<file path="config.mk">
export PLATFORM = sky130hd
export DESIGN_NAME = serdes_link_top
export DESIGN_NICKNAME = d
export VERILOG_FILES = /design/src/common/link_pkg.sv /design/src/tx/tx_framer.sv /design/src/rtl/lane_channel.sv /design/src/rx/word_aligner.sv /design/src/rx/rx_deframer.sv /design/src/rtl/serdes_link_top.sv
export SDC_FILE = /design/constraint.sdc
export NUM_CORES = 1
export LEC_CHECK = 0
export BUFFER_PORTS_ARGS = -buffer_cell sky130_fd_sc_hd__buf_2
export CAP_MARGIN = 20
export CORE_UTILIZATION = 50
export DETAILED_ROUTE_END_ITERATION = 12
export PLACE_DENSITY = 0.7
export SLEW_MARGIN = 5
export SYNTH_ARGS = -nofsm -noshare
export SYNTH_HDL_FRONTEND = slang
export SYNTH_SLANG_ARGS = --single-unit
</file>
<file path="constraint.sdc">
create_clock -name tx_pclk -period 9.6 [get_ports tx_pclk]
set_input_delay 0.48 -clock tx_pclk [delete_from_list [all_inputs] [get_ports tx_pclk]]
set_output_delay 0.48 -clock tx_pclk [all_outputs]
set_load 0.005 [all_outputs]
</file>
<file path="src/common/link_pkg.sv">
package link_pkg;

  // line and payload widths
  localparam int SYM_W  = 10;
  localparam int DATA_W = 8;

  // wide enough for any bit offset inside one symbol
  localparam int OFF_W = $clog2(SYM_W);

  typedef logic [SYM_W-1:0]  sym_t;
  typedef logic [DATA_W-1:0] byte_t;

  // user defined commas, sent alternately
  localparam sym_t COMMA_P = 10'h283;
  localparam sym_t COMMA_N = 10'h17C;

  // data symbol is {0, byte, 1}
  // bit 9 set rules out COMMA_P, bit 0 clear rules out COMMA_N
  function automatic sym_t make_data_sym(input byte_t b);
    return {1'b0, b, 1'b1};
  endfunction

  function automatic logic is_comma(input sym_t s);
    return (s == COMMA_P) || (s == COMMA_N);
  endfunction

  function automatic logic is_data_sym(input sym_t s);
    return !s[SYM_W-1] && s[0];
  endfunction

  // payload field of a data symbol
  function automatic byte_t sym_byte(input sym_t s);
    return s[DATA_W:1];
  endfunction

endpackage

</file>
<file path="src/tx/tx_framer.sv">
`timescale 1ns/1ps

module tx_framer import link_pkg::*; #(
  parameter int COMMA_PERIOD = 16
) (
  input  logic  tx_pclk,
  input  logic  rst_n,
  input  logic  in_req,
  output logic  in_ack,
  input  byte_t in_data,
  output sym_t  tx_sym
);

  localparam int SLOT_W = (COMMA_PERIOD > 1) ? $clog2(COMMA_PERIOD) : 1;

  logic [SLOT_W-1:0] slot_cnt;
  logic              hold_full;
  byte_t             hold_byte;
  logic              comma_pol;  // 0 sends COMMA_P next
  logic              take_byte;
  logic              send_data;

  // new request, not yet acked, room in the holding register
  assign take_byte = in_req && !in_ack && !hold_full;

  // slot 0 always carries a comma
  assign send_data = hold_full && (slot_cnt != '0);

  // input handshake and holding register state
  always_ff @(posedge tx_pclk or negedge rst_n) begin
    if (!rst_n) begin
      in_ack    <= 1'b0;
      hold_full <= 1'b0;
    end else begin
      if (take_byte) begin
        in_ack    <= 1'b1;
        hold_full <= 1'b1;
      end else begin
        if (in_ack && !in_req) begin
          in_ack <= 1'b0;  // source released req
        end
        if (send_data) begin
          hold_full <= 1'b0;
        end
      end
    end
  end

  always_ff @(posedge tx_pclk) begin
    if (take_byte) begin
      hold_byte <= in_data;
    end
  end

  // slot counter, comma polarity and line symbol
  always_ff @(posedge tx_pclk or negedge rst_n) begin
    if (!rst_n) begin
      slot_cnt  <= '0;
      comma_pol <= 1'b0;
      tx_sym    <= '0;
    end else begin
      if (slot_cnt == SLOT_W'(COMMA_PERIOD - 1)) begin
        slot_cnt <= '0;
      end else begin
        slot_cnt <= slot_cnt + 1'b1;
      end

      if (send_data) begin
        tx_sym <= make_data_sym(hold_byte);
      end else begin
        // forced or filler comma
        tx_sym    <= comma_pol ? COMMA_N : COMMA_P;
        comma_pol <= ~comma_pol;
      end
    end
  end

  // source must hold its byte until it sees the ack
  a_in_data_stable: assert property (
    @(posedge tx_pclk) disable iff (!rst_n)
    (in_req && !in_ack) |=> $stable(in_data)
  ) else $error("in_data changed while in_req was waiting for in_ack");

endmodule

</file>
<file path="src/rtl/lane_channel.sv">
`timescale 1ns/1ps

module lane_channel import link_pkg::*; (
  input  logic       tx_pclk,
  input  logic       rst_n,
  input  logic [3:0] slip,
  input  sym_t       tx_sym,
  output sym_t       line_sym
);

  sym_t               prev_sym;
  logic [2*SYM_W-1:0] pair;

  // serial order is msb first, prev symbol goes out before the current one
  assign pair = {prev_sym, tx_sym};

  // a deserializer that started slip bits early sees the tail of the
  // previous symbol followed by the head of the current one
  always_ff @(posedge tx_pclk or negedge rst_n) begin
    if (!rst_n) begin
      prev_sym <= '0;
      line_sym <= '0;
    end else begin
      prev_sym <= tx_sym;
      line_sym <= sym_t'(pair >> slip);
    end
  end

  a_slip_range: assert property (
    @(posedge tx_pclk) disable iff (!rst_n)
    slip < 4'(SYM_W)
  ) else $error("slip %0d is outside the symbol", slip);

endmodule

</file>
<file path="src/rx/word_aligner.sv">
`timescale 1ns/1ps

module word_aligner import link_pkg::*; #(
  parameter int LOCK_COUNT = 3
) (
  input  logic             tx_pclk,
  input  logic             rst_n,
  input  sym_t             line_sym,
  output sym_t             rx_sym,
  output logic             rx_valid,
  output logic             locked,
  output logic [OFF_W-1:0] align_offset
);

  localparam int RUN_W        = $clog2(LOCK_COUNT + 1);
  localparam int RELOCK_COUNT = 2;
  localparam int OTH_W        = $clog2(RELOCK_COUNT + 1);

  sym_t               prev_sym;
  logic [2*SYM_W-1:0] hist;
  sym_t               win [SYM_W];
  logic [SYM_W-1:0]   hit;
  logic [OFF_W-1:0]   cand_off;
  logic               cand_hit;
  logic               other_hit;
  logic [OFF_W-1:0]   other_k;
  logic [OFF_W-1:0]   other_off;
  logic [OTH_W-1:0]   other_cnt;
  logic [RUN_W-1:0]   run_cnt;
  logic               relock;

  assign hist = {prev_sym, line_sym};

  // window k undoes a channel slip of k
  for (genvar k = 0; k < SYM_W; k++) begin : g_win
    assign win[k] = hist[(SYM_W - k) +: SYM_W];
    assign hit[k] = is_comma(win[k]);
  end

  assign cand_hit = hit[cand_off];

  // lowest offset other than the candidate that shows a comma
  always_comb begin
    other_hit = 1'b0;
    other_k   = '0;
    for (int k = SYM_W - 1; k >= 0; k--) begin
      if (hit[k] && (OFF_W'(k) != cand_off)) begin
        other_hit = 1'b1;
        other_k   = OFF_W'(k);
      end
    end
  end

  // second comma in a row at the same foreign offset
  assign relock = locked && other_hit && !cand_hit &&
                  (other_k == other_off) && (other_cnt == OTH_W'(RELOCK_COUNT - 1));

  always_ff @(posedge tx_pclk or negedge rst_n) begin
    if (!rst_n) begin
      prev_sym  <= '0;
      locked    <= 1'b0;
      rx_valid  <= 1'b0;
      cand_off  <= '0;
      run_cnt   <= '0;
      other_off <= '0;
      other_cnt <= '0;
    end else begin
      prev_sym <= line_sym;
      rx_valid <= locked && !relock;
      if (!locked) begin
        other_cnt <= '0;
        if (cand_hit && !other_hit) begin
          run_cnt <= run_cnt + 1'b1;
          if (run_cnt >= RUN_W'(LOCK_COUNT - 1)) begin
            locked <= 1'b1;
          end
        end else if (other_hit && !cand_hit) begin
          cand_off <= other_k;  // restart the run there
          run_cnt  <= RUN_W'(1);
        end else if (other_hit) begin
          run_cnt <= '0;  // commas at two offsets, no evidence
        end
      end else begin
        run_cnt <= '0;
        if (cand_hit) begin
          other_cnt <= '0;
        end else if (relock) begin
          locked    <= 1'b0;
          cand_off  <= other_k;
          run_cnt   <= RUN_W'(1);
          other_cnt <= '0;
        end else if (other_hit) begin
          other_off <= other_k;
          other_cnt <= OTH_W'(1);
        end
      end
    end
  end

  always_ff @(posedge tx_pclk) begin
    rx_sym <= win[cand_off];
  end

  assign align_offset = cand_off;

  a_offset_range: assert property (
    @(posedge tx_pclk) disable iff (!rst_n)
    align_offset < OFF_W'(SYM_W)
  ) else $error("align_offset %0d is outside the symbol", align_offset);

endmodule

</file>
<file path="src/rx/rx_deframer.sv">
`timescale 1ns/1ps

module rx_deframer import link_pkg::*; #(
  parameter int FIFO_DEPTH = 8
) (
  input  logic  tx_pclk,
  input  logic  rst_n,
  input  sym_t  rx_sym,
  input  logic  rx_valid,
  output logic  out_req,
  input  logic  out_ack,
  output byte_t out_data,
  output logic  overflow
);

  localparam int PTR_W = (FIFO_DEPTH > 1) ? $clog2(FIFO_DEPTH) : 1;
  localparam int CNT_W = $clog2(FIFO_DEPTH + 1);

  byte_t            mem [FIFO_DEPTH];
  logic [PTR_W-1:0] wr_ptr;
  logic [PTR_W-1:0] rd_ptr;
  logic [CNT_W-1:0] count;
  logic             data_in;
  logic             fifo_full;
  logic             push;
  logic             pop;

  function automatic logic [PTR_W-1:0] next_ptr(input logic [PTR_W-1:0] p);
    if (p == PTR_W'(FIFO_DEPTH - 1)) begin
      return '0;
    end
    return p + 1'b1;
  endfunction

  // commas fail the data format check and are dropped here
  assign data_in   = rx_valid && is_data_sym(rx_sym);
  assign fifo_full = (count == CNT_W'(FIFO_DEPTH));
  assign push      = data_in && !fifo_full;
  // load output reg once the previous handshake has fully closed
  assign pop       = !out_req && !out_ack && (count != '0);

  always_ff @(posedge tx_pclk or negedge rst_n) begin
    if (!rst_n) begin
      wr_ptr   <= '0;
      rd_ptr   <= '0;
      count    <= '0;
      overflow <= 1'b0;
    end else begin
      if (push) begin
        wr_ptr <= next_ptr(wr_ptr);
      end
      if (pop) begin
        rd_ptr <= next_ptr(rd_ptr);
      end
      case ({push, pop})
        2'b10:   count <= count + 1'b1;
        2'b01:   count <= count - 1'b1;
        default: count <= count;
      endcase
      if (data_in && fifo_full) begin
        overflow <= 1'b1;  // sticky
      end
    end
  end

  always_ff @(posedge tx_pclk) begin
    if (push) begin
      mem[wr_ptr] <= sym_byte(rx_sym);
    end
  end

  // output side of the four-phase handshake
  always_ff @(posedge tx_pclk or negedge rst_n) begin
    if (!rst_n) begin
      out_req <= 1'b0;
    end else if (pop) begin
      out_req <= 1'b1;
    end else if (out_req && out_ack) begin
      out_req <= 1'b0;
    end
  end

  always_ff @(posedge tx_pclk) begin
    if (pop) begin
      out_data <= mem[rd_ptr];
    end
  end

  a_req_held: assert property (
    @(posedge tx_pclk) disable iff (!rst_n)
    $fell(out_req) |-> $past(out_ack)
  ) else $error("out_req dropped before out_ack was seen");

endmodule

</file>
<file path="src/rtl/serdes_link_top.sv">
`timescale 1ns/1ps

module serdes_link_top import link_pkg::*; #(
  parameter int COMMA_PERIOD = 16,
  parameter int LOCK_COUNT   = 3,
  parameter int FIFO_DEPTH   = 8
) (
  input  logic             tx_pclk,
  input  logic             rst_n,
  // byte source
  input  logic             in_req,
  output logic             in_ack,
  input  byte_t            in_data,
  // static channel config
  input  logic [3:0]       slip,
  // byte sink
  output logic             out_req,
  input  logic             out_ack,
  output byte_t            out_data,
  // status
  output logic             locked,
  output logic [OFF_W-1:0] align_offset,
  output logic             overflow
);

  sym_t tx_sym;
  sym_t line_sym;
  sym_t rx_sym;
  logic rx_valid;

  tx_framer #(
    .COMMA_PERIOD(COMMA_PERIOD)
  ) u_tx_framer (
    .tx_pclk (tx_pclk),
    .rst_n   (rst_n),
    .in_req  (in_req),
    .in_ack  (in_ack),
    .in_data (in_data),
    .tx_sym  (tx_sym)
  );

  // stands in for serializer, loopback wire and deserializer
  lane_channel u_lane_channel (
    .tx_pclk  (tx_pclk),
    .rst_n    (rst_n),
    .slip     (slip),
    .tx_sym   (tx_sym),
    .line_sym (line_sym)
  );

  word_aligner #(
    .LOCK_COUNT(LOCK_COUNT)
  ) u_word_aligner (
    .tx_pclk      (tx_pclk),
    .rst_n        (rst_n),
    .line_sym     (line_sym),
    .rx_sym       (rx_sym),
    .rx_valid     (rx_valid),
    .locked       (locked),
    .align_offset (align_offset)
  );

  rx_deframer #(
    .FIFO_DEPTH(FIFO_DEPTH)
  ) u_rx_deframer (
    .tx_pclk  (tx_pclk),
    .rst_n    (rst_n),
    .rx_sym   (rx_sym),
    .rx_valid (rx_valid),
    .out_req  (out_req),
    .out_ack  (out_ack),
    .out_data (out_data),
    .overflow (overflow)
  );

endmodule

</file>
### Word-level counts from Yosys, hierarchy flattened

Memories as Yosys holds them, arrays and structs flattened. A register that Yosys moved wholly into a read port is not among the register bits.
Cells that the tools add are included.

| word-level totals | value |
|---|---|
| bits in registers | 91 |
| bits in writable memories | 64 |
| input bits | 16 |
| output and inout bits | 16 |
| memories kept | 1 |

Memories:

| name | words | width | rd ports | clocked after memory_dff | write ports | RTL line | RTL |
|---|---|---|---|---|---|---|---|
| u_rx_deframer.mem | 8 | 8 | 1 | 1 | 1 | rx_deframer.sv:19 | `byte_t mem [FIFO_DEPTH];` |

| operators by class | value |
|---|---|
| $add $sub $neg | 6 |
| magnitude comparators | 3 |
| equal/unequal tests | 41 |
| shifts and indexed selects | 1 |
| mux-type cells | 65 |
| bitwise logic cells | 4 |
| reduce and logical (&&, ||, !) cells | 59 |

Operators by type and width:

| cell | number |
|---|---|
| $eq A10 B10 Y1 const B | 10 |
| $eq A10 B9 Y1 const B | 10 |
| $mux W4 | 16 |
| $bmux W10 S4 | 1 |
| $mux W10 | 4 |
| $mux W1 | 29 |
| $logic_and A1 B1 Y1 | 28 |
| $shr A20 B4 Y10 | 1 |
| $mux W2 | 9 |
| $ne A3 B4 Y1 const A | 4 |
| $reduce_bool A4 Y1 | 4 |
| $mux W3 | 4 |
| $logic_not A1 Y1 | 10 |
| $logic_or A1 B1 Y1 | 10 |
| $reduce_bool A2 Y1 | 5 |
| $add A4 B1 Y4 const B | 2 |
| $eq A4 B4 Y1 const B | 2 |
| $ne A2 B4 Y1 const A | 2 |
| $ne A4 B4 Y1 const A | 2 |
| $pmux W4 S2 | 1 |
| $reduce_and A4 Y1 | 2 |
| $add A3 B1 Y3 const B | 2 |
| $eq A3 B3 Y1 const B | 2 |
| $ge A5 B5 Y1 const B | 1 |
| 14 further kinds | 18 |

### Depth between registers and ports, before layout

| depth | value |
|---|---|
| depth after elaboration | 20 |
| mapped depth | 13 |

### By module

Synthesis repeated with hierarchy kept, for this count alone.

| unflattened totals | value |
|---|---|
| cell total of the unflattened synthesis | 629 |
| area, all modules | 8334.2 µm² |

Modules (own cells, without submodules):

| module | times used | cells an instance | area each (µm²) |
|---|---|---|---|
| rx_deframer | 1 | 173 | 3388.2 |
| word_aligner | 1 | 286 | 2529.9 |
| lane_channel | 1 | 103 | 1460.2 |
| tx_framer | 1 | 67 | 955.9 |

### Worst setup path before layout

OpenSTA, ideal clock, no wires.

| path | value |
|---|---|
| path type | register to register |
| from | register u_lane_channel.line_sym[6] |
| to | register u_word_aligner.cand_off[0], in the netlist u_word_aligner.align_offset[0] |
| library setup time | 0.125 ns |
| arrival | 3.031 ns |
| slack | 6.444 ns |
| cell stages (with the launch flop) | 12 |
| cell sequence | dfrtp_1 > buf_6 > or4b_4 > or4_1 > o41ai_2 > a22oi_1 > nand4b_1 > inv_1 > ha_1 > nor3b_1 > a21oi_4 > mux2_4 |

| between the ends | value |
|---|---|
| cells in the longest elaborated chain, start to end | 19 |
| elaborated cells on any way between the ends | 65 |
| those cells by class | 16 x eq/ne; 27 x mux; 22 x reduce/logical |

Ends and longest elaborated chain:

| item | RTL line | RTL |
|---|---|---|
| start, declared | lane_channel.sv:8 | `output sym_t line_sym` |
| start signal, assigned | lane_channel.sv:25 | `line_sym <= sym_t'(pair >> slip);` |
| parallel branches: the longest is 19 deep, another holds $eq A10 B10 Y1 | -- |  |
| end signal, assigned | word_aligner.sv:78 | `cand_off <= other_k;` |
| end signal, assigned | word_aligner.sv:89 | `cand_off <= other_k;` |
| end, declared | word_aligner.sv:23 | `logic [OFF_W-1:0] cand_off;` |

Parallel ways; which one is timed is not known. The select of a mux whose other input is x is not followed.
A chain may end at the register's enable or synchronous reset.

### Worst setup path after layout

| path | value |
|---|---|
| from | register u_word_aligner.cand_off[0], in the netlist u_word_aligner.align_offset[0] |
| to | register u_word_aligner.run_cnt[1] |

| between the ends | value |
|---|---|
| cells in the longest elaborated chain, start to end | 16 |
| elaborated cells on any way between the ends | 40 |
| those cells by class | 9 x eq/ne; 15 x mux; 16 x reduce/logical |

Ends and longest elaborated chain:

| item | RTL line | RTL |
|---|---|---|
| $ne A4 B4 Y1 | word_aligner.sv:47 | `if (hit[k] && (OFF_W'(k) != cand_off)) begin` |
| $logic_and A1 B1 Y1 | word_aligner.sv:47 |  |
| $mux W1 (10 in a row) | word_aligner.sv:47 |  |
| $logic_and A1 B1 Y1 or $logic_not A1 Y1 (tied branches) | word_aligner.sv:77, word_aligner.sv:72 |  |
| $mux W2 or $logic_and A1 B1 Y1 (tied branches) | word_aligner.sv:77, word_aligner.sv:72 |  |
| $mux W2 | word_aligner.sv:72 | `if (cand_hit && !other_hit) begin` |
| $mux W2 | word_aligner.sv:70 | `if (!locked) begin` |
| end signal, assigned | word_aligner.sv:73 | `run_cnt <= run_cnt + 1'b1;` |
| end, declared | word_aligner.sv:29 | `logic [RUN_W-1:0] run_cnt;` |

Parallel ways exist; a longest one is shown, timed or not. The select of a mux whose other input is x is not followed.

==> key figures <==
Worst setup path
  • RR Startpoint: u_word_aligner.align_offset[0]$_DFFE_PN0P_
  • Crit path launch type: flip-flop
  • Worst r2r path cells: 11
  • Kind of critical path: reg2reg
  • Worst setup EP type: flip-flop
  • CP bufs+invs: 2
  • CP Data Arrival Time: 4.19 ns
  • Critical Path Start: u_word_aligner.align_offset[0]$_DFFE_PN0P_
  • Worst R2R End: u_word_aligner.run_cnt[1]$_DFFE_PN0P_
  • Reg2reg setup slack: 5.71 ns
  • Crit. path cell count: 11
  • Slowest stage cell, crit path: dfrtp_1
  • Largest stage delay, worst path: 0.98 ns
  • Data required time of the critical path: 9.91 ns
  • Worst-path maximum fanout: 29
  • Worst setup path end: u_word_aligner.run_cnt[1]$_DFFE_PN0P_
  • Critical-path cell list: inv_1 > or3_1 > or3_1 > o221ai_1 > nand4b_1 > ha_1 > inv_1 > or2_2 > and3b_1 > a31oi_1 > nor2_1
  • Crit path max-delay family: simple AND/OR/NAND/NOR gates

Finish
  • Nets: 654
  • Layout cells sized above 1: 22.1%
  • Fillers: 1244
  • Most frequent cells in the layout: edfxtp_1, dfrtp_1, nand2_1, nor2_1, buf_2
  • Antenna Cells: 0
  • Finished Layout Cells: 849
  • Most common cell after layout, fill and taps aside: edfxtp_1
  • P&R area growth vs syn: 11.2%

Hold path
  • Hold crit path type: in2reg

Power
  • Worst vdd ir: 0.000147 V
  • Clk pwr share: 27.9%
  • PD cells: 264 mW/mm^2
  • Comb power frac: 23.1%
  • LEAKAGE: 0.00338 uW
  • Pint: 1560 uW
  • Psw: 733 uW
  • Reg power frac: 49.0%
  • Sw frac: 31.9%

Synthesis
  • Distinct cells, synth: 72
  • Xor/xnor share of the synthesized area: 0.896%
  • Post-Syn Instances: 608
  • Register bit total from synthesis: 162
  • Top cell type's share of synthesized area: 30.7%
  • Synth area leaders: edfxtp_1, dfrtp_1, mux4_2, mux2_2, dfxtp_1
  • YS warnings: 0
  • Mean post-synth cell area: 12.9 sq um
  • Largest family of logic cells by synthesized area: multiplexers
  • Mapped cell area: 0.00782 sq mm
  • Number of flops mapped to enable cells by yosys: 80
  • Synth Area in Simple Gates: 13.3%
  • Mux cell area share after synthesis: 15.2%
  • Synth async-reset ratio: 44.4%
  • Area leader, netlist: edfxtp_1
  • Syn Nets: 637
  • Synth Area in Compound Gates: 9.21%
  • Predominant post-synthesis flop cell: edfxtp_1
  • Seq/Total Area, Yosys: 56.3%
  • Adder-Cell Fraction of Synth Area: 2.18%

Die
  • # IOs: 32
  • Total die area: 0.0161 sq mm
  • Initial Utilization: 51.3%
  • Row cnt: 45
  • Die width: 127 um
  • Die Height: 127 um
  • Core Region: 0.0153 sq mm

Outcome
  • Status: finished clean

Clocking
  • Clk buf depth: 2
  • H-tree depth: 4
  • CTS Hold Buffers Added: 0
  • CTS clock-pin slew for the worst setup and hold paths: 0.07 ns
  • Clk_lat worst skew: 0.42 ns
  • CTS sink cnt: 162
  • CTS root buffer: clkbuf_16
  • # resized after CTS: 0
  • Setup bufs post-CTS: 0
  • CTS tree: yes
  • Num CTS Buffers: 17

Placed design
  • Port Buffers: 31
  • RePlAce Congestion: 0.869
  • Detailed Place HPWL: 10.2 mm
  • DP Cell Count: 815

Detailed routing
  • First drt pass iteration count: 5
  • Antenna Violating Nets Remaining: 0
  • Residual DRC: 0
  • Drt total wl: 15.2 mm
  • DR iter-0 viols: 368
  • Via count: 4973
  • Routed wire per std cell: 17.9 um
  • Vias per cell: 5.86

Global routing
  • First-pass GRT wire length: 25.4 mm
  • Pin count of the biggest net entering global routing: 73
  • Remaining global-route overflow: 0
  • GRT Util Overall: 20.4%
  • Initial antenna violation count: 0
  • Vias in the first global route: 4912

STA
  • Final setup TNS: 0 ns
  • Max Slew Vio Count: 0
  • Final Hold Vio Count: 0
  • Final min period: 3.89 ns
  • Tcrit/Tclk final: 40.5%
  • RSZ-0062 raised after global routing: no
  • FMAX: 0.257 GHz
  • Setup violations, final: 0
  • Slew @ Worst Pin: 1.07 ns
  • Clock skew: 0.00992 ns
  • Slew Limit Headroom: 28.9%

Flow run
  • Max cap viols: 0
layer usage:
layer	track usage [%]	routed length, um	vias up
met2	33.4	7450	107
met3	3.81	529	20
met4	7.42	267	0
met1	27.5	6970	2507
met5	0	0	-
li1	-	-	2339
power groups by stage:
stage               combinational (uW)  clock [uW]  sequential [uW]
detailed placement                 505           0             1140
floorplan                          483           0             1000
CTS                                509         652             1130
global placement                   491           0             1140
global route                       582         681             1150
finish                             531         640             1120
area by class of cell:
cell class / count / area, sq um / area share [%]
clock buffers: 18 / 429 / 4.93
clock inverters: 14 / 133 / 1.52
inverters: 21 / 78.8 / 0.906
multi-input cells: 389 / 3190 / 36.7
flip-flops and latches: 162 / 4400 / 50.6
well taps: 211 / 264 / 3.04
repair buffers: 34 / 195 / 2.24
stage by stage:
stage / worst slack, ns / hold WS, ns / total power, uW / cell area [sq um] / utilization [%]
after floorplan: 6.44 / 0.184 / 1490 / 7820 / -
after global placement: 5.85 / 0.343 / 1630 / 8100 / 53.1
after detailed placement: 5.75 / 0.346 / 1650 / 8100 / 53.1
after CTS: 5.74 / 0.194 / 2290 / 8670 / 56.8
after global routing: 5.46 / 0.196 / 2420 / 8700 / 57.0
final: 5.71 / 0.213 / 2300 / 8700 / 57.0
worst min path at each step:
stage,start,endpoint,slack [ns],cells past startpoint
floorplan,rst_n,u_lane_channel.line_sym[0]$_DFF_PN0_,0.18,0
global placement,u_lane_channel.line_sym[0]$_DFF_PN0_,u_word_aligner.prev_sym[0]$_DFF_PN0_,0.34,0
detailed placement,u_lane_channel.line_sym[0]$_DFF_PN0_,u_word_aligner.prev_sym[0]$_DFF_PN0_,0.35,0
CTS,out_ack,u_rx_deframer.out_req$_DFFE_PN0P_,0.19,2
global route,out_ack,u_rx_deframer.out_req$_DFFE_PN0P_,0.20,2
finish,out_ack,u_rx_deframer.out_req$_DFFE_PN0P_,0.21,2
Yosys cell counts (4+ instances only):
cell type / count
a21o_1: 7
a21oi_1: 31
nand4b_1: 6
inv_1: 20
clkbuf_1: 24
nor4b_1: 5
mux2_4: 4
dfrtp_1: 72
or3_1: 5
nor2b_1: 12
nor4_1: 9
nand3b_1: 4
buf_1: 7
nand2b_1: 11
nand2_1: 47
nand4_1: 4
mux2_2: 29
mux4_2: 27
nor2_1: 45
xnor2_1: 5
nor3_1: 5
ha_1: 12
mux2i_1: 18
edfxtp_1: 80
dfxtp_1: 10
o21ai_0: 12
nand3_1: 6
a211oi_1: 9
o32ai_1: 7
sequential cells by signal, summed over array words and instances, names as in the netlist, 4 cells and up:
register	flops
u_word_aligner.align_offset	4
u_tx_framer.hold_byte	8
u_rx_deframer.count	4
u_rx_deframer.mem	64
u_word_aligner.prev_sym	10
u_tx_framer.slot_cnt	4
u_rx_deframer.out_data	8
u_word_aligner.rx_sym	10
u_lane_channel.line_sym	10
u_word_aligner.other_off	4
u_lane_channel.prev_sym	10
u_tx_framer.tx_sym	10
kinds of logic (layout without fill, tap and decap cells):
family | count (synthesis) | count (layout)
simple gates | 189 | 189
flops | 162 | 162
compound gates | 100 | 100
mux | 79 | 79
buf+inv | 57 | 87
fa+ha+maj | 13 | 13
xor+xnor | 8 | 8
Power figures use the tool's default switching activity.
